## src/mem_types_pkg.sv

```systemverilog
// Memory interface definitions
// Address, data and size types, the request struct and the helpers
// that align an access and mask data to its size
package mem_types_pkg;

  typedef logic [25:0] mem_addr_t;   // Byte address
  typedef logic [63:0] mem_data_t;   // Access data
  typedef logic [7:0]  lane_byte_t;  // One byte lane

  typedef enum logic [1:0] {
    SIZE_8  = 2'd0,
    SIZE_16 = 2'd1,
    SIZE_32 = 2'd2,
    SIZE_64 = 2'd3
  } mem_size_t;

  localparam int LANE_COUNT = 8;  // Byte lanes per 64-bit word

  typedef struct packed {
    logic      rd_enable;
    logic      wr_enable;
    mem_addr_t address;
    mem_size_t size;
    mem_data_t write_data;
  } mem_req_t;

  // Byte offset inside the word, aligned down to the size
  function automatic logic [2:0] size_offset(mem_addr_t address, mem_size_t size);
    case (size)
      SIZE_8:  return address[2:0];
      SIZE_16: return {address[2:1], 1'b0};
      SIZE_32: return {address[2], 2'b00};
      default: return 3'b000;
    endcase
  endfunction

  // Keeps the low bytes that an access of this size carries
  function automatic mem_data_t size_mask(mem_size_t size);
    case (size)
      SIZE_8:  return 64'h0000_0000_0000_00FF;
      SIZE_16: return 64'h0000_0000_0000_FFFF;
      SIZE_32: return 64'h0000_0000_FFFF_FFFF;
      default: return 64'hFFFF_FFFF_FFFF_FFFF;
    endcase
  endfunction

endpackage

```

## src/tester_pkg.sv

```systemverilog
// Test sequencer definitions
// State encoding, counter width, pattern constants and status struct
package tester_pkg;

  typedef enum logic [2:0] {
    IDLE,
    SETUP,
    WRITE_REQ,
    WRITE_WAIT,
    READ_REQ,
    READ_WAIT,
    HOLD,
    DONE
  } tester_state_t;

  typedef logic [15:0] count_t;  // Operation and error counts

  localparam mem_types_pkg::mem_data_t PATTERN_SEED = 64'h0000_0000_EFEF_CDF8;
  localparam mem_types_pkg::mem_addr_t ADDR_STRIDE  = 26'h9;  // Odd step, hits every offset

  typedef struct packed {
    logic   done;
    logic   result_valid;  // One cycle per finished operation
    logic   check_ok;
    count_t op_count;
    count_t error_count;
  } tester_status_t;

endpackage

```

## src/mem_tester.sv

```systemverilog
// Memory test sequencer
// Runs TEST_COUNT write-then-read operations over all access sizes,
// checks each read and counts mismatches. Passes the host port
// through while no run is active
module mem_tester #(
  parameter int TEST_COUNT  = 16,
  parameter int HOLD_CYCLES = 2
) (
  input  logic                          clock,
  input  logic                          reset,
  input  logic                          start,
  input  mem_types_pkg::mem_req_t       host_req,
  input  logic                          busy,
  input  mem_types_pkg::mem_data_t      read_data,
  output mem_types_pkg::mem_req_t       mem_req,
  output tester_pkg::tester_status_t    status
);
  import mem_types_pkg::*;
  import tester_pkg::*;

  tester_state_t state;
  count_t        op_count;
  count_t        error_count;
  count_t        hold_count;
  logic          check_ok_q;

  // Pattern for the next operation
  mem_addr_t     pat_addr;
  mem_data_t     pat_data;

  // Current operation
  mem_addr_t     op_addr;
  mem_data_t     op_data;
  mem_size_t     op_size;

  logic          idle_like;
  logic          result_valid;
  logic          read_match;

  assign idle_like    = (state == IDLE) || (state == DONE);
  assign result_valid = (state == READ_WAIT) && !busy;  // Completion cycle of the read
  assign read_match   = (read_data == (op_data & size_mask(op_size)));

  always_ff @(posedge clock or posedge reset) begin
    if (reset) begin
      state       <= IDLE;
      op_count    <= '0;
      error_count <= '0;
      hold_count  <= '0;
      check_ok_q  <= 1'b0;
      pat_addr    <= '0;
      pat_data    <= PATTERN_SEED;
    end else begin
      case (state)
        IDLE, DONE: begin
          if (start) begin
            state       <= SETUP;
            op_count    <= '0;
            error_count <= '0;
            check_ok_q  <= 1'b0;
            pat_addr    <= '0;
            pat_data    <= PATTERN_SEED;
          end
        end
        SETUP: begin
          pat_addr <= pat_addr + ADDR_STRIDE;
          pat_data <= pat_data + 1'b1;
          state    <= WRITE_REQ;
        end
        WRITE_REQ: state <= WRITE_WAIT;
        WRITE_WAIT: begin
          if (!busy) begin
            state <= READ_REQ;
          end
        end
        READ_REQ: state <= READ_WAIT;
        READ_WAIT: begin
          if (!busy) begin
            check_ok_q <= read_match;
            op_count   <= op_count + 1'b1;
            hold_count <= count_t'(HOLD_CYCLES);
            state      <= HOLD;
            if (!read_match) begin
              error_count <= error_count + 1'b1;
            end
          end
        end
        HOLD: begin
          hold_count <= hold_count - 1'b1;
          if (hold_count <= count_t'(1)) begin
            state <= (op_count == count_t'(TEST_COUNT)) ? DONE : SETUP;
          end
        end
        default: state <= IDLE;
      endcase
    end
  end

  // Operation fields loaded once per operation
  always_ff @(posedge clock) begin
    if (state == SETUP) begin
      op_addr <= pat_addr;
      op_data <= pat_data;
      op_size <= mem_size_t'(op_count[1:0]);  // Cycles byte to doubleword
    end
  end

  always_comb begin
    if (idle_like) begin
      mem_req = host_req;
    end else begin
      mem_req.rd_enable  = (state == READ_REQ) || ((state == READ_WAIT) && busy);
      mem_req.wr_enable  = (state == WRITE_REQ) || ((state == WRITE_WAIT) && busy);
      mem_req.address    = op_addr;
      mem_req.size       = op_size;
      mem_req.write_data = op_data;
    end
  end

  always_comb begin
    status.done         = (state == DONE);
    status.result_valid = result_valid;
    status.check_ok     = result_valid ? read_match : check_ok_q;  // Valid with the pulse
    status.op_count     = op_count;
    status.error_count  = error_count;
  end

endmodule

```

## config.mk

```make
export PLATFORM = sky130hd
export DESIGN_NAME = mem_tester
export DESIGN_NICKNAME = d
export VERILOG_FILES = /design/src/mem_types_pkg.sv /design/src/tester_pkg.sv /design/src/mem_tester.sv
export SDC_FILE = /design/constraint.sdc
export NUM_CORES = 1
export LEC_CHECK = 0
export ABC_AREA = 1
export BUFFER_PORTS_ARGS = -buffer_cell sky130_fd_sc_hd__buf_4
export CORE_MARGIN = 3
export CORE_UTILIZATION = 58
export DETAILED_ROUTE_END_ITERATION = 10
export PLACE_DENSITY = 0.84
export SLEW_MARGIN = 20
export SYNTH_ARGS = -nofsm -noshare
export SYNTH_HDL_FRONTEND = slang
export SYNTH_SLANG_ARGS = --single-unit
```

## constraint.sdc

```tcl
create_clock -name clock -period 9.8 [get_ports clock]
set_clock_uncertainty 0.05 [all_clocks]
set_input_delay 1.96 -clock clock [delete_from_list [all_inputs] [get_ports clock]]
set_output_delay 1.96 -clock clock [all_outputs]
set_load 0.1 [all_outputs]
```

==> impl_metrics.env <==
export IMPL_status="finished, final reports clean"
export IMPL_syn_num_nets=1971
export IMPL_synth_avg_cell_area_um2=7.47
export IMPL_insertion_delay_ns=0.51
export IMPL_cts_buffers=23
export IMPL_vias_per_cell=5.51
export IMPL_ant_nets=0
export IMPL_hpwl_um=26700
export IMPL_grt_max_degree=120
export IMPL_antenna_found_initial=0
export IMPL_gr_usage_met2_pct=48.0
export IMPL_cp_start_kind="primary input"
export IMPL_overflow=0
export IMPL_num_rows=55
export IMPL_critPathMaxFanout=7
export IMPL_cp_required_ns=7.79
export IMPL_vias=13075
export IMPL_async_reset_ff_share_pct=60.7
export IMPL_grt_util_met3_pct=4.29
export IMPL_critPathKind="primary input to primary output"
export IMPL_rsz0062_at_grt="no"
export IMPL_period_share_pct=62.3
export IMPL_area_growth_pct=22.8
export IMPL_endpoint_kind="primary output"
export IMPL_synth_ff_type="dfrtp_1"
export IMPL_grt_pass1_wl_um=57400
export IMPL_ys_ff_latch=234
export IMPL_initial_core_util_pct=59.3
export IMPL_tightest_slew_ns=0.933
export IMPL_finalHoldViolCount=0
export IMPL_peakVddDrop_mv=0.418
export IMPL_gp_congestion=0.939
export IMPL_grt_pass1_vias=12122
export IMPL_io_buffer_count=290
export IMPL_clkPwrFrac_pct=14.0
export IMPL_ys_seq_area_share_pct=47.2
export IMPL_antenna_cells=0
export IMPL_cts_sinks=234
export IMPL_die_area_um2=25100
export IMPL_clockRootBuffer="clkbuf_16"
export IMPL_num_fill_cells=1775
export IMPL_cellInternalPower_w=0.00245
export IMPL_ios=291
export IMPL_max_slew_margin_pct=37.7
export IMPL_die_h_um=158
export IMPL_cap_violations=0
export IMPL_yosysTopAreaCell="dfrtp_1"
export IMPL_synth_area_top_cells="dfrtp_1 (22%), edfxtp_1 (21%), nand2_1 (16%)"
export IMPL_post_cts_buffers=0
export IMPL_yosysTopAreaCellShare_pct=21.9
export IMPL_cts_resized=0
export IMPL_seq_power_share_pct=23.5
export IMPL_detail_route_iter0_violations=1141
export IMPL_placed_cell_area_um2=15800
export IMPL_use_met1_pct=37.1
export IMPL_synth_edff_count=92
export IMPL_p_comb_share_pct=62.5
export IMPL_track_usage_pct=27.9
export IMPL_syn_cell_area_um2=13500
export IMPL_busiest_layer="met2"
export IMPL_power_density_nw_per_um2=364
export IMPL_min_path_type="flip-flop to flip-flop"
export IMPL_coreArea_um2=22700
export IMPL_ys_types=47
export IMPL_arrival_ns=4.09
export IMPL_clock_path_buffers=3
export IMPL_drtPass1Iterations=7
export IMPL_syn_instance_count=1802
export IMPL_switching_share_pct=59.3
export IMPL_slew_viol_final=0
export IMPL_period_minus_slack_ns=6.10
export IMPL_nets=2239
export IMPL_cellLeakagePower_nw=7.95
export IMPL_fmax_mhz=164
export IMPL_cts_tree="yes"
export IMPL_power_switching_w=0.00357
export IMPL_routed_wl_um=36500
export IMPL_yosysWarnings=0
export IMPL_clk_pin_slew_ns=0.06
export IMPL_drc=0
export IMPL_finalSetupViolations=0
export IMPL_drive_gt1_share_pct=18.8
export IMPL_stdcell_area_um2=16500
export IMPL_cts_hold_fix_buffers=0
export IMPL_h_tree_depth=1
export IMPL_tns_ns=0
export IMPL_avgRoutedWirePerCell_um=15.4
export IMPL_die_w_um=158
-- through the flow --
stage                     hold WS [ns]  setup WS, ns  total power, W  util, %  std cells
final                            0.436          3.70         0.00601     72.8       2371
after global routing             0.445          3.62         0.00628     72.8       2371
after CTS                        0.432          3.73         0.00604     72.7       2371
after detailed placement         0.423          3.75         0.00519     69.6       2330
after global placement           0.399          3.79         0.00514     69.6       2330
after floorplan                  0.386          2.95         0.00442        -       1802
-- power groups by stage --
stage	Clock, W	Sequential [W]	Combinational, W
2_1_floorplan	0	0.00142	0.00300
3_3_place_gp	0	0.00141	0.00372
3_5_place_dp	0	0.00142	0.00376
4_1_cts	0.000862	0.00141	0.00377
5_1_grt	0.000894	0.00143	0.00395
6_report	0.000844	0.00141	0.00376
-- layout make-up --
| class | instances | area (um^2) | area share (%) |
|---|---|---|---|
| Timing Repair Buffer | 298 | 2240 | 13.5 |
| Tap cell | 285 | 357 | 2.16 |
| Sequential cell | 234 | 6350 | 38.4 |
| Multi-Input combinational cell | 1293 | 6030 | 36.5 |
| Clock buffer | 34 | 657 | 3.98 |
| Inverter | 220 | 831 | 5.03 |
| Clock inverter | 7 | 62.6 | 0.379 |
-- worst max-delay path: stages --
cell and delay (ns):
buf_4 0.11, xor2_1 0.13, nor2_1 0.10, nand2_1 0.07
nor2_1 0.16, nand3_1 0.12, nor2_1 0.42, nand2_1 0.29
o21ai_0 0.36, buf_4 0.36
-- sequential cells by signal, indices dropped and copies added, names as in the netlist --
name / flops
op_data: 64
pat_data: 64
op_addr: 26
pat_addr: 26
error_count: 16
hold_count: 16
op_count: 16
state: 3
op_size: 2
check_ok_q: 1
-- cells in the mapped netlist (5+ instances only) --
master	count
nor2_2	7
and3_1	5
clkbuf_1	23
or2_2	7
ha_1	7
buf_1	11
a21oi_1	55
dfstp_2	24
nand3b_1	10
o21ai_0	125
dfrtp_1	118
nand2_1	570
xor2_1	15
nor2_1	157
buf_2	11
nor3_1	59
inv_2	8
nor4_1	13
edfxtp_1	92
nand4_1	45
o21bai_1	5
xnor2_1	20
inv_1	212
nand3_1	150
buf_4	5
-- final timing paths --
kind,from,endpoint,slack (ns),cells after the start
worst max-delay path,read_data[3],status[32],3.70,10
worst min register to register,pat_addr[25],pat_addr[25],0.44,1
worst min-delay path,pat_addr[25],pat_addr[25],0.44,1
worst max register to register,state[2],pat_data[5],5.82,11
min in group asynchronous,reset,op_count[10],1.50,2
max in group asynchronous,reset,pat_data[13],6.93,3
-- kinds of logic (layout without fill, tap and decap cells) --
logic type | Yosys count | count (layout) | synth area share, %
buf+inv | 275 | 559 | 8.14
simple gates | 1037 | 1037 | 33.1
xor+xnor | 35 | 35 | 2.28
compound gates | 209 | 209 | 8.27
mux | 5 | 5 | 0.390
flops | 234 | 234 | 47.2
fa+ha+maj | 7 | 7 | 0.651
-- per-layer routing --
layer	vias up	wire, um
li1	6424	-
met1	6027	15200
met2	578	17600
met3	46	3080
met4	0	672
met5	-	0
-- layout by cell type, fill, tap and decap left out, types with 15 or more instances in the layout --
cell type / instances
buf_4: 298
dfrtp_1: 118
nor2_1: 157
xor2_1: 15
edfxtp_1: 92
nand3_1: 150
nor3_1: 59
nand4_1: 45
dfstp_2: 24
o21ai_0: 125
a21oi_1: 55
nand2_1: 568
clkbuf_16: 23
xnor2_1: 20
inv_1: 211
No activity file was read; power rests on OpenSTA's default activity.
